## config.mk

```make
export PLATFORM = sky130hd
export DESIGN_NAME = mipsCpu
export DESIGN_NICKNAME = d
export VERILOG_FILES = /design/src/rtl/mipsPkg.sv /design/src/rtl/aluUnit.sv /design/src/rtl/regFile.sv /design/src/rtl/programCounter.sv /design/src/rtl/cpuControl.sv /design/src/rtl/mipsCpu.sv
export SDC_FILE = /design/constraint.sdc
export NUM_CORES = 2
export LEC_CHECK = 0
export BUFFER_PORTS_ARGS = -buffer_cell sky130_fd_sc_hd__buf_2
export CORE_ASPECT_RATIO = 0.5
export CORE_MARGIN = 10
export CORE_UTILIZATION = 30
export CTS_CLUSTER_DIAMETER = 100
export DETAILED_ROUTE_END_ITERATION = 16
export PLACE_DENSITY = 0.47
export RECOVER_POWER = 50
export SYNTH_ARGS = -nofsm -noshare
export SYNTH_HDL_FRONTEND = slang
export SYNTH_HIERARCHICAL = 1
export SYNTH_SLANG_ARGS = --single-unit
```

## constraint.sdc

```tcl
create_clock -name clk -period 6 [get_ports clk]
set_input_delay 1.2 -clock clk [delete_from_list [all_inputs] [get_ports clk]]
set_output_delay 1.2 -clock clk [all_outputs]
set_load 0.02 [all_outputs]
```

## src/rtl/mipsPkg.sv

```systemverilog
/*
  Shared types and constants for the multicycle MIPS subset core.
  Word addressed bus with whole-word transfers only, no HI/LO.
  Opcodes outside opcode_e decode as no-ops in the ALU.
*/
package mipsPkg;

    localparam int XLEN = 32;                          // Data and address width
    localparam int REG_COUNT = 32;
    localparam logic [XLEN-1:0] RESET_VECTOR = 32'hBFC00000;
    localparam logic [XLEN-1:0] HALT_ADDRESS = 32'h00000000; // PC of zero stops the core
    localparam logic [4:0] V0_INDEX = 5'd2;            // Result register, shown on registerV0

    typedef logic [XLEN-1:0] word_t;
    typedef logic [4:0] regAddr_t;

    typedef enum logic [5:0] {
        OPCODE_R     = 6'd0,                           // Decoded further by funct
        OPCODE_J     = 6'd2,
        OPCODE_BEQ   = 6'd4,
        OPCODE_BNE   = 6'd5,
        OPCODE_ADDIU = 6'd9,
        OPCODE_SLTI  = 6'd10,
        OPCODE_SLTIU = 6'd11,
        OPCODE_ANDI  = 6'd12,
        OPCODE_ORI   = 6'd13,
        OPCODE_XORI  = 6'd14,
        OPCODE_LUI   = 6'd15,
        OPCODE_LW    = 6'd35,
        OPCODE_SW    = 6'd43
    } opcode_e;

    typedef enum logic [5:0] {
        FUNCT_SLL  = 6'd0,
        FUNCT_SRL  = 6'd2,
        FUNCT_SRA  = 6'd3,
        FUNCT_JR   = 6'd8,
        FUNCT_ADDU = 6'd33,
        FUNCT_SUBU = 6'd35,
        FUNCT_AND  = 6'd36,
        FUNCT_OR   = 6'd37,
        FUNCT_XOR  = 6'd38,
        FUNCT_SLT  = 6'd42,
        FUNCT_SLTU = 6'd43
    } funct_e;

    typedef enum logic [1:0] {
        FETCH   = 2'd0,
        EXECUTE = 2'd1,
        MEMORY  = 2'd2,
        HALT    = 2'd3
    } cpuState_e;

    typedef struct packed {
        opcode_e  opcode;
        regAddr_t rs;
        regAddr_t rt;
        regAddr_t rd;
        logic [4:0] shamt;
        funct_e   funct;
    } rFormat_t;

    typedef struct packed {
        opcode_e  opcode;
        regAddr_t rs;
        regAddr_t rt;
        logic [15:0] immediate;
    } iFormat_t;

    typedef struct packed {
        opcode_e opcode;
        logic [25:0] target;                           // Word index within the 256 MB region
    } jFormat_t;

    // Same 32 bits, three field layouts
    typedef union packed {
        rFormat_t r;
        iFormat_t i;
        jFormat_t j;
    } instr_u;

    typedef struct packed {
        logic     writeEnable;                         // Register write wanted, never for r0
        regAddr_t writeAddr;
        word_t    writeData;
        word_t    memAddr;                             // Effective address for LW/SW
        logic     isLoad;
        logic     isStore;
        logic     takeJump;
        word_t    jumpTarget;
    } execResult_t;

    typedef struct packed {
        logic     enable;
        regAddr_t addr;
        word_t    data;
    } regWrite_t;

endpackage

```

## src/rtl/aluUnit.sv

```systemverilog
/*
  Combinational decode and execute of the latched instruction.
  Shifts by shamt only. Unknown opcodes and functs give no write, no jump.
  Destination writes to r0 are masked here.
*/
`timescale 1ns/1ns

module aluUnit (
    input  mipsPkg::instr_u      instr,
    input  mipsPkg::word_t       pc,
    input  mipsPkg::word_t       rsData,
    input  mipsPkg::word_t       rtData,
    output mipsPkg::execResult_t exec
);

    mipsPkg::word_t signImm;
    mipsPkg::word_t zeroImm;
    mipsPkg::word_t pcPlus4;
    mipsPkg::word_t branchTarget;

    assign signImm = {{16{instr.i.immediate[15]}}, instr.i.immediate};
    assign zeroImm = {16'b0, instr.i.immediate};        // ANDI, ORI, XORI
    assign pcPlus4 = pc + 32'd4;
    assign branchTarget = pcPlus4 + {signImm[29:0], 2'b00};

    always_comb begin
        exec = '0;
        exec.writeAddr = instr.i.rt;                   // I-type default destination
        exec.memAddr = rsData + signImm;
        exec.jumpTarget = branchTarget;
        case (instr.r.opcode)
            mipsPkg::OPCODE_R: begin
                exec.writeAddr = instr.r.rd;
                exec.writeEnable = 1'b1;
                case (instr.r.funct)
                    mipsPkg::FUNCT_ADDU: exec.writeData = rsData + rtData;
                    mipsPkg::FUNCT_SUBU: exec.writeData = rsData - rtData;
                    mipsPkg::FUNCT_AND:  exec.writeData = rsData & rtData;
                    mipsPkg::FUNCT_OR:   exec.writeData = rsData | rtData;
                    mipsPkg::FUNCT_XOR:  exec.writeData = rsData ^ rtData;
                    mipsPkg::FUNCT_SLT:  exec.writeData = {31'b0, $signed(rsData) < $signed(rtData)};
                    mipsPkg::FUNCT_SLTU: exec.writeData = {31'b0, rsData < rtData};
                    mipsPkg::FUNCT_SLL:  exec.writeData = rtData << instr.r.shamt;
                    mipsPkg::FUNCT_SRL:  exec.writeData = rtData >> instr.r.shamt;
                    mipsPkg::FUNCT_SRA:  exec.writeData = $signed(rtData) >>> instr.r.shamt;
                    mipsPkg::FUNCT_JR: begin
                        exec.writeEnable = 1'b0;
                        exec.takeJump = 1'b1;
                        exec.jumpTarget = rsData;      // Zero here means halt
                    end
                    default: exec.writeEnable = 1'b0; // No-op
                endcase
            end
            mipsPkg::OPCODE_ADDIU: begin
                exec.writeEnable = 1'b1;
                exec.writeData = rsData + signImm;
            end
            mipsPkg::OPCODE_SLTI: begin
                exec.writeEnable = 1'b1;
                exec.writeData = {31'b0, $signed(rsData) < $signed(signImm)};
            end
            mipsPkg::OPCODE_SLTIU: begin
                exec.writeEnable = 1'b1;
                exec.writeData = {31'b0, rsData < signImm}; // Sign-extended, compared unsigned
            end
            mipsPkg::OPCODE_ANDI: begin
                exec.writeEnable = 1'b1;
                exec.writeData = rsData & zeroImm;
            end
            mipsPkg::OPCODE_ORI: begin
                exec.writeEnable = 1'b1;
                exec.writeData = rsData | zeroImm;
            end
            mipsPkg::OPCODE_XORI: begin
                exec.writeEnable = 1'b1;
                exec.writeData = rsData ^ zeroImm;
            end
            mipsPkg::OPCODE_LUI: begin
                exec.writeEnable = 1'b1;
                exec.writeData = {instr.i.immediate, 16'b0};
            end
            mipsPkg::OPCODE_LW: begin
                exec.writeEnable = 1'b1;               // Data arrives in MEMORY
                exec.isLoad = 1'b1;
            end
            mipsPkg::OPCODE_SW:  exec.isStore = 1'b1;
            mipsPkg::OPCODE_BEQ: exec.takeJump = (rsData == rtData);
            mipsPkg::OPCODE_BNE: exec.takeJump = (rsData != rtData);
            mipsPkg::OPCODE_J: begin
                exec.takeJump = 1'b1;
                exec.jumpTarget = {pcPlus4[31:28], instr.j.target, 2'b00};
            end
            default: ;                                 // Unknown opcode, no-op
        endcase
        if (exec.writeAddr == '0) begin
            exec.writeEnable = 1'b0;                   // r0 stays zero
        end
    end

endmodule

```

## src/rtl/regFile.sv

```systemverilog
/*
  32-entry register file, two combinational reads, one write port.
  r0 reads zero and drops writes. All writable entries clear on reset.
*/
`timescale 1ns/1ns

module regFile (
    input  logic               clk,
    input  logic               reset,
    input  mipsPkg::regAddr_t  rsAddr,
    input  mipsPkg::regAddr_t  rtAddr,
    output mipsPkg::word_t     rsData,
    output mipsPkg::word_t     rtData,
    input  mipsPkg::regWrite_t regWrite,
    output mipsPkg::word_t     registerV0
);

    mipsPkg::word_t regs [mipsPkg::REG_COUNT-1:1];    // No storage behind r0

    assign rsData = (rsAddr == '0) ? '0 : regs[rsAddr];
    assign rtData = (rtAddr == '0) ? '0 : regs[rtAddr];
    assign registerV0 = regs[mipsPkg::V0_INDEX];

    always_ff @(posedge clk) begin
        if (reset) begin
            for (int i = 1; i < mipsPkg::REG_COUNT; i++) begin
                regs[i] <= '0;
            end
        end else if (regWrite.enable && (regWrite.addr != '0)) begin
            regs[regWrite.addr] <= regWrite.data;
        end
    end

endmodule

```

## src/rtl/programCounter.sv

```systemverilog
/*
  Program counter, starts at the reset vector.
  Moves only on pcAdvance, to the jump target or to PC + 4.
*/
`timescale 1ns/1ns

module programCounter (
    input  logic           clk,
    input  logic           reset,
    input  logic           pcAdvance,
    input  logic           takeJump,
    input  mipsPkg::word_t jumpTarget,
    output mipsPkg::word_t pc
);

    mipsPkg::word_t pcNext;

    // No delay slot, a taken jump applies to the very next fetch
    assign pcNext = takeJump ? jumpTarget : pc + 32'd4;

    always_ff @(posedge clk) begin
        if (reset) begin
            pc <= mipsPkg::RESET_VECTOR;
        end else if (pcAdvance) begin
            pc <= pcNext;                              // Visible in the cycle after retire
        end
    end

endmodule

```

## src/rtl/cpuControl.sv

```systemverilog
/*
  Sequencer for FETCH, EXECUTE, MEMORY and HALT.
  Bus requests are registered and held until waitRequest is low.
  Address comes from PC, or from the effective address in MEMORY.
  Only whole-word stores, so byteEnable is all ones with write.
*/
`timescale 1ns/1ns

module cpuControl (
    input  logic                 clk,
    input  logic                 reset,
    input  mipsPkg::word_t       pc,
    input  mipsPkg::word_t       readData,
    input  logic                 waitRequest,
    input  mipsPkg::execResult_t exec,
    input  mipsPkg::word_t       storeData,        // rt value for SW
    output mipsPkg::instr_u      instr,
    output mipsPkg::regWrite_t   regWrite,
    output logic                 pcAdvance,
    output logic                 active,
    output mipsPkg::word_t       address,
    output logic                 read,
    output logic                 write,
    output mipsPkg::word_t       writeData,
    output logic [3:0]           byteEnable
);

    mipsPkg::cpuState_e state;
    logic memOp;                                       // LW or SW in the instruction register
    logic haltNext;                                    // Retiring jump lands on zero
    logic fetchDone;
    logic memDone;

    assign memOp = exec.isLoad | exec.isStore;
    assign haltNext = exec.takeJump && (exec.jumpTarget == mipsPkg::HALT_ADDRESS);
    assign fetchDone = (state == mipsPkg::FETCH) && read && !waitRequest;
    assign memDone = (state == mipsPkg::MEMORY) && !waitRequest;

    // Bus side, all derived from held state so stalls keep it steady
    assign address = (state == mipsPkg::MEMORY) ? exec.memAddr : pc;
    assign writeData = storeData;
    assign byteEnable = {4{write}};

    // Retire: ALU ops in EXECUTE, LW/SW once the transfer completes
    assign pcAdvance = ((state == mipsPkg::EXECUTE) && !memOp) || memDone;

    always_comb begin
        regWrite.addr = exec.writeAddr;
        regWrite.data = exec.writeData;
        regWrite.enable = 1'b0;
        if (state == mipsPkg::EXECUTE) begin
            regWrite.enable = exec.writeEnable && !exec.isLoad;
        end else if (memDone) begin
            regWrite.enable = exec.writeEnable && exec.isLoad;
            regWrite.data = readData;                  // Load data straight off the bus
        end
    end

    // Instruction register
    always_ff @(posedge clk) begin
        if (fetchDone) begin
            instr <= readData;
        end
    end

    always_ff @(posedge clk) begin
        if (reset) begin
            state <= mipsPkg::FETCH;
            read <= 1'b0;
            write <= 1'b0;
            active <= 1'b1;
        end else begin
            case (state)
                mipsPkg::FETCH: begin
                    if (!read) begin
                        read <= 1'b1;                  // First fetch after reset
                    end else if (!waitRequest) begin
                        read <= 1'b0;
                        state <= mipsPkg::EXECUTE;
                    end
                end
                mipsPkg::EXECUTE: begin
                    if (memOp) begin
                        read <= exec.isLoad;
                        write <= exec.isStore;
                        state <= mipsPkg::MEMORY;
                    end else if (haltNext) begin
                        active <= 1'b0;                // Bus stays idle from here
                        state <= mipsPkg::HALT;
                    end else begin
                        read <= 1'b1;                  // Next fetch, PC updates on this edge
                        state <= mipsPkg::FETCH;
                    end
                end
                mipsPkg::MEMORY: begin
                    if (!waitRequest) begin
                        read <= 1'b1;                  // Straight into the next fetch
                        write <= 1'b0;
                        state <= mipsPkg::FETCH;
                    end
                end
                mipsPkg::HALT: begin
                    read <= 1'b0;
                    write <= 1'b0;
                    active <= 1'b0;
                end
            endcase
        end
    end

endmodule

```

## src/rtl/mipsCpu.sv

```systemverilog
/*
  Multicycle MIPS subset core, Avalon-style bus master.
  One instruction in flight, no branch delay slot.
  Jump or branch to address zero halts; only reset restarts.
*/
`timescale 1ns/1ns

module mipsCpu (
    input  logic           clk,
    input  logic           reset,
    output logic           active,
    output mipsPkg::word_t registerV0,
    output mipsPkg::word_t address,
    output logic           write,
    output logic           read,
    input  logic           waitRequest,
    output mipsPkg::word_t writeData,
    output logic [3:0]     byteEnable,
    input  mipsPkg::word_t readData
);

    mipsPkg::word_t       pc;
    mipsPkg::word_t       rsData;
    mipsPkg::word_t       rtData;
    mipsPkg::instr_u      instr;                       // Latched instruction word
    mipsPkg::execResult_t exec;
    mipsPkg::regWrite_t   regWrite;
    logic                 pcAdvance;                   // One cycle per retired instruction

    cpuControl control (
        .clk(clk), .reset(reset), .pc(pc), .readData(readData),
        .waitRequest(waitRequest), .exec(exec), .storeData(rtData),
        .instr(instr), .regWrite(regWrite), .pcAdvance(pcAdvance),
        .active(active), .address(address), .read(read), .write(write),
        .writeData(writeData), .byteEnable(byteEnable)
    );

    programCounter pcReg (
        .clk(clk), .reset(reset), .pcAdvance(pcAdvance),
        .takeJump(exec.takeJump), .jumpTarget(exec.jumpTarget), .pc(pc)
    );

    regFile regs (
        .clk(clk), .reset(reset),
        .rsAddr(instr.r.rs), .rtAddr(instr.r.rt),   // Same bit slots in R and I views
        .rsData(rsData), .rtData(rtData),
        .regWrite(regWrite), .registerV0(registerV0)
    );

    aluUnit alu (
        .instr(instr), .pc(pc), .rsData(rsData), .rtData(rtData), .exec(exec)
    );

endmodule

```

==> results.txt <==
----------------------------------------------------
[Floorplanning]
  Y dimension of the die ... 369 µm
  Starting Density ... 30.3%
  Top-level I/O count ... 138
  Width of the die ... 718 µm
  Die Footprint ... 265000 µm²
  # rows ... 127
  Core region area ... 241000 µm²

[Setup path]
  Worst reg2reg path depth ... 24
  Launching point of the worst reg2reg path ... control/instr[16]
  Arrival time reported for the critical path endpoint ... 5690 ps
  Crit path largest cell delay ... 560 ps
  Highest net fanout along the worst path ... 5
  R2R Setup Slk ... -770 ps
  Critical Path Start Type ... register
  CP Class ... reg2out
  Worst-path cell chain ... buf_6, buf_12, buf_12, buf_12, mux4_2, mux4_2, o22ai_4, buf_6, nor3_4, buf_4, ha_1, a211o_1, nor3_4, nand3b_1, nand2_4, nor2_4, a21oi_2, o31ai_1, buf_4, a2111oi_4, xnor2_1, inv_1, mux2_4, buf_4
  Critical path's slowest cell ... sky130_fd_sc_hd__mux4_2
  CP Data Required Time ... 4800 ps
  Destination of the worst register-to-register timing path ... regs/regs[16][26]
  Critical path endpoint category ... primary output

[Global routing]
  Global-route wire length before repair ... 447 mm
  Via count of the first global-routing pass ... 56.2k
  Total grt overflow ... 0
  Aggregate global-route resource usage ... 23.4%
  Number of antenna violations at the first check in global routing ... 25
  Pin count of the biggest net entering global routing ... 82

[Timing]
  Actual slew at the worst max-slew pin ... 3130 ps
  Setup slack after layout ... -889 ps
  Final period utilization ... 115%
  Unrepaired setup endpoints after global routing ... true
  Final Hold Viols ... 0
  Pins Over Slew Limit ... 77
  Clock Skews ... 91.6 ps
  Highest achievable clock rate ... 145 MHz
  Tmin final ... 6890 ps
  Number of endpoints failing setup at the final stage ... 1346
  Relative slew slack ... -109%

[Power]
  Total power divided by cell area ... 264 nW/µm²
  LEAKAGE ... 33.9 nW
  Total Power ... 23.9 mW
  Maximum vdd ir drop ... 214 µV

[Drt]
  Overall routed net length ... 322 mm
  Vias post-DR ... 57.2k
  Mean number of vias per cell ... 5.66
  Number of design rule violations left after detail routing ... 0
  Detail-routed net length per standard cell ... 31.8 µm
  Number of iterations in the first detailed-routing pass ... 6
  Number of DRC violations after detailed-routing iteration 0 ... 6880
  Antenna Nets Post-Route ... 0

[Synthesis]
  Synthesis-stage register bit count ... 1093
  Dominant combinational cell family by area after synthesis ... multiplexers
  Per-instance average area after synthesis ... 12.1 µm²
  Post-Synthesis Cells ... 6055
  Post-synthesis share of cell area spent on full adders, half adders and majority gates ... 3.74%
  Proportion of synthesized area in mux cells ... 20.4%
  EDFF count, synth ... 1056
  Share of async-settable or async-resettable flops after synthesis ... 0%
  Post-synthesis compound-gate area fraction ... 10.6%
  Ys flop type ... sky130_fd_sc_hd__edfxtp_1
  Area fraction in and, or, nand and nor cells after synthesis ... 14.7%
  Warning count from the yosys run ... 6
  Xor-xnor portion of the synthesized cell area ... 1.43%
  Yosys cell types ... 110
  Sequential share of the synthesized area ... 44.5%
  Synth Cell Area ... 73000 µm²

[Finish]
  Utilization after layout ... 37.5%
  Layout cells sized above 1 ... 32.4%
  Number of standard cells in the layout, taps in and fillers out ... 10.1k
  Syn-to-layout area delta ... 23.8%
  NumNets Final ... 7048
  Filler instances ... 23.4k

[CTS]
  Later-pin clock latency in the skew report ... 780 ps
  Number of CTS-inserted buffers ... 114
  TritonCTS sink count ... 1093
  CTS root buffer ... sky130_fd_sc_hd__clkbuf_16
  Worst-path clk slew ... 70 ps
  Buffer levels on the longest clock path ... 3
  CTS HTree Levels ... 3
  Clock tree from TritonCTS ... built
  Count of hold-fix buffers inserted at cts ... 0

[Place]
  Global placement routability congestion ... 0.960
  DP Wirelength ... 227 mm
  Count of input and output buffers ... 137
  Post-Place Setup Slack ... -1110 ps
  Cell total after placement ... 9824

[Flow run]
  Max-cap viol count ... 2

[Outcome]
  Failing checks ... capacitance limit, slew limit, setup timing
  Status ... complete, but fails checks

[Worst hold path]
  Number of instances on the worst hold path ... 2
  Start point of the worst min-delay path ... control/active
  Min-delay worst type ... reg2reg
  WHS Endpoint ... control/active

----------------------------------------------------
==> worst max path at each step <==
stage                      start                end  cells past startpoint
3_5_place_dp   control/instr[16]  regs/regs[25][16]                     20
2_1_floorplan  control/instr[22]        address[28]                     22
3_3_place_gp   control/instr[16]  regs/regs[31][16]                     20
5_1_grt        control/instr[22]        address[30]                     23
4_1_cts        control/instr[22]        address[31]                     22
6_report       control/instr[22]        address[30]                     24
==> cells by family (layout without fill, tap and decap cells) <==
logic type,count (synthesis),count (layout)
multiplexers,824,824
flip-flops,1093,1093
adder cells (fa/ha/maj),216,216
other,1,38
AND/OR/NAND/NOR,1924,1924
AO/OA/AOI/OAI,1125,1125
XOR/XNOR,119,119
buffers and inverters,753,1558
==> worst max-delay path: cells and delay by family (launching register included) <==
family,cells,cell delay (ps)
adders and majority gates,1,210
muxes,3,1270
AOI/OAI and AO/OA,5,1090
buffers and inverters,9,1220
xor gates and xnor gates,1,180
DFF,1,380
and+or+nand+nor,5,560
==> cells in the final DEF, fill, tap and decap left out, drive strengths merged, types with 57 or more instances in the layout <==
master	n
nor3	104
inv	157
a211oi	92
clkbuf	222
mux2i	206
nand3	57
mux2	100
a21oi	269
clkinv	64
a22o	57
o22ai	157
a2111oi	64
xnor2	100
mux4	518
ha	212
and2	1005
edfxtp	1056
nand2	177
nor2	332
o21ai	167
buf	1104
==> what timing repair did <==
action                                  4_1_cts  5_1_grt
resized for setup                           257      165
pin swaps                                    63       74
endpoints found under the setup margin     1089      998
setup buffers                                46       35
endpoints found under the hold margin         0        0
gates cloned                                  5        2
==> sequential cells by signal, summed over array words and instances (netlist names) <==
| register | flops |
|---|---|
| pcReg/pc | 32 |
| control/state | 2 |
| control/instr | 32 |
| regs/regs | 1024 |
| control/read | 1 |
| control/write | 1 |
| control/active | 1 |
==> metrics by stage <==
step	instance area (µm²)	setup TNS (ps)	hold slack, ps
after floorplan	73100	0	447
after global placement	84200	-634820	462
after detailed placement	84200	-624600	473
after CTS	89600	-93230	479
after global routing	90400	-859450	507
final	90400	-520760	484
==> area by class of cell <==
type / instances / area [µm²] / share of cell area (%)
Multi-Input combinational cell: 4240 / 39200 / 43.4
Sequential cell: 1093 / 32500 / 35.9
Timing Repair Buffer: 1190 / 10500 / 11.6
Tap cell: 3225 / 4040 / 4.46
Clock buffer: 138 / 3000 / 3.31
Inverter: 158 / 616 / 0.681
Clock inverter: 72 / 563 / 0.623
Antenna cell: 6 / 15.0 / 0.0166
==> where the power goes <==
group          internal [mW]  switching (mW)  total (mW)  leakage (nW)
sequential              8.63           0.202        8.83          11.2
clock                   3.77            3.32        7.09          1.74
combinational           3.46            4.47        7.93          21.0
==> per-layer routing <==
metal	global-route usage (%)	up-vias	routed length [µm]
met5	0	-	13
met4	7.58	2	12300
met3	3.62	476	25200
met2	37.5	2618	146000
met1	32.5	29600	138000
li1	-	24500	-
==> cell usage after synthesis (all sizes together) (28+ instances only) <==
library cell	n	area (µm²)
clkbuf	383	1440
a2111oi	64	619
nor4	28	196
a21o	35	264
nand4	44	290
and3	28	175
nor2	332	1250
nor2b	28	175
a211oi	92	736
o21bai	29	218
inv	156	586
edfxtp	1056	31700
nor3	104	531
or2	37	231
mux2	100	1130
nand3	57	295
mux4	518	11700
mux2i	206	2060
xnor2	100	876
a22oi	40	300
o22ai	157	982
buf	212	1390
o21ai	167	862
a21oi	269	1370
and2	1005	6290
ha	212	2650
a22o	57	499
dfxtp	37	741
nand2	177	664
(Power assumes the default switching activity.)
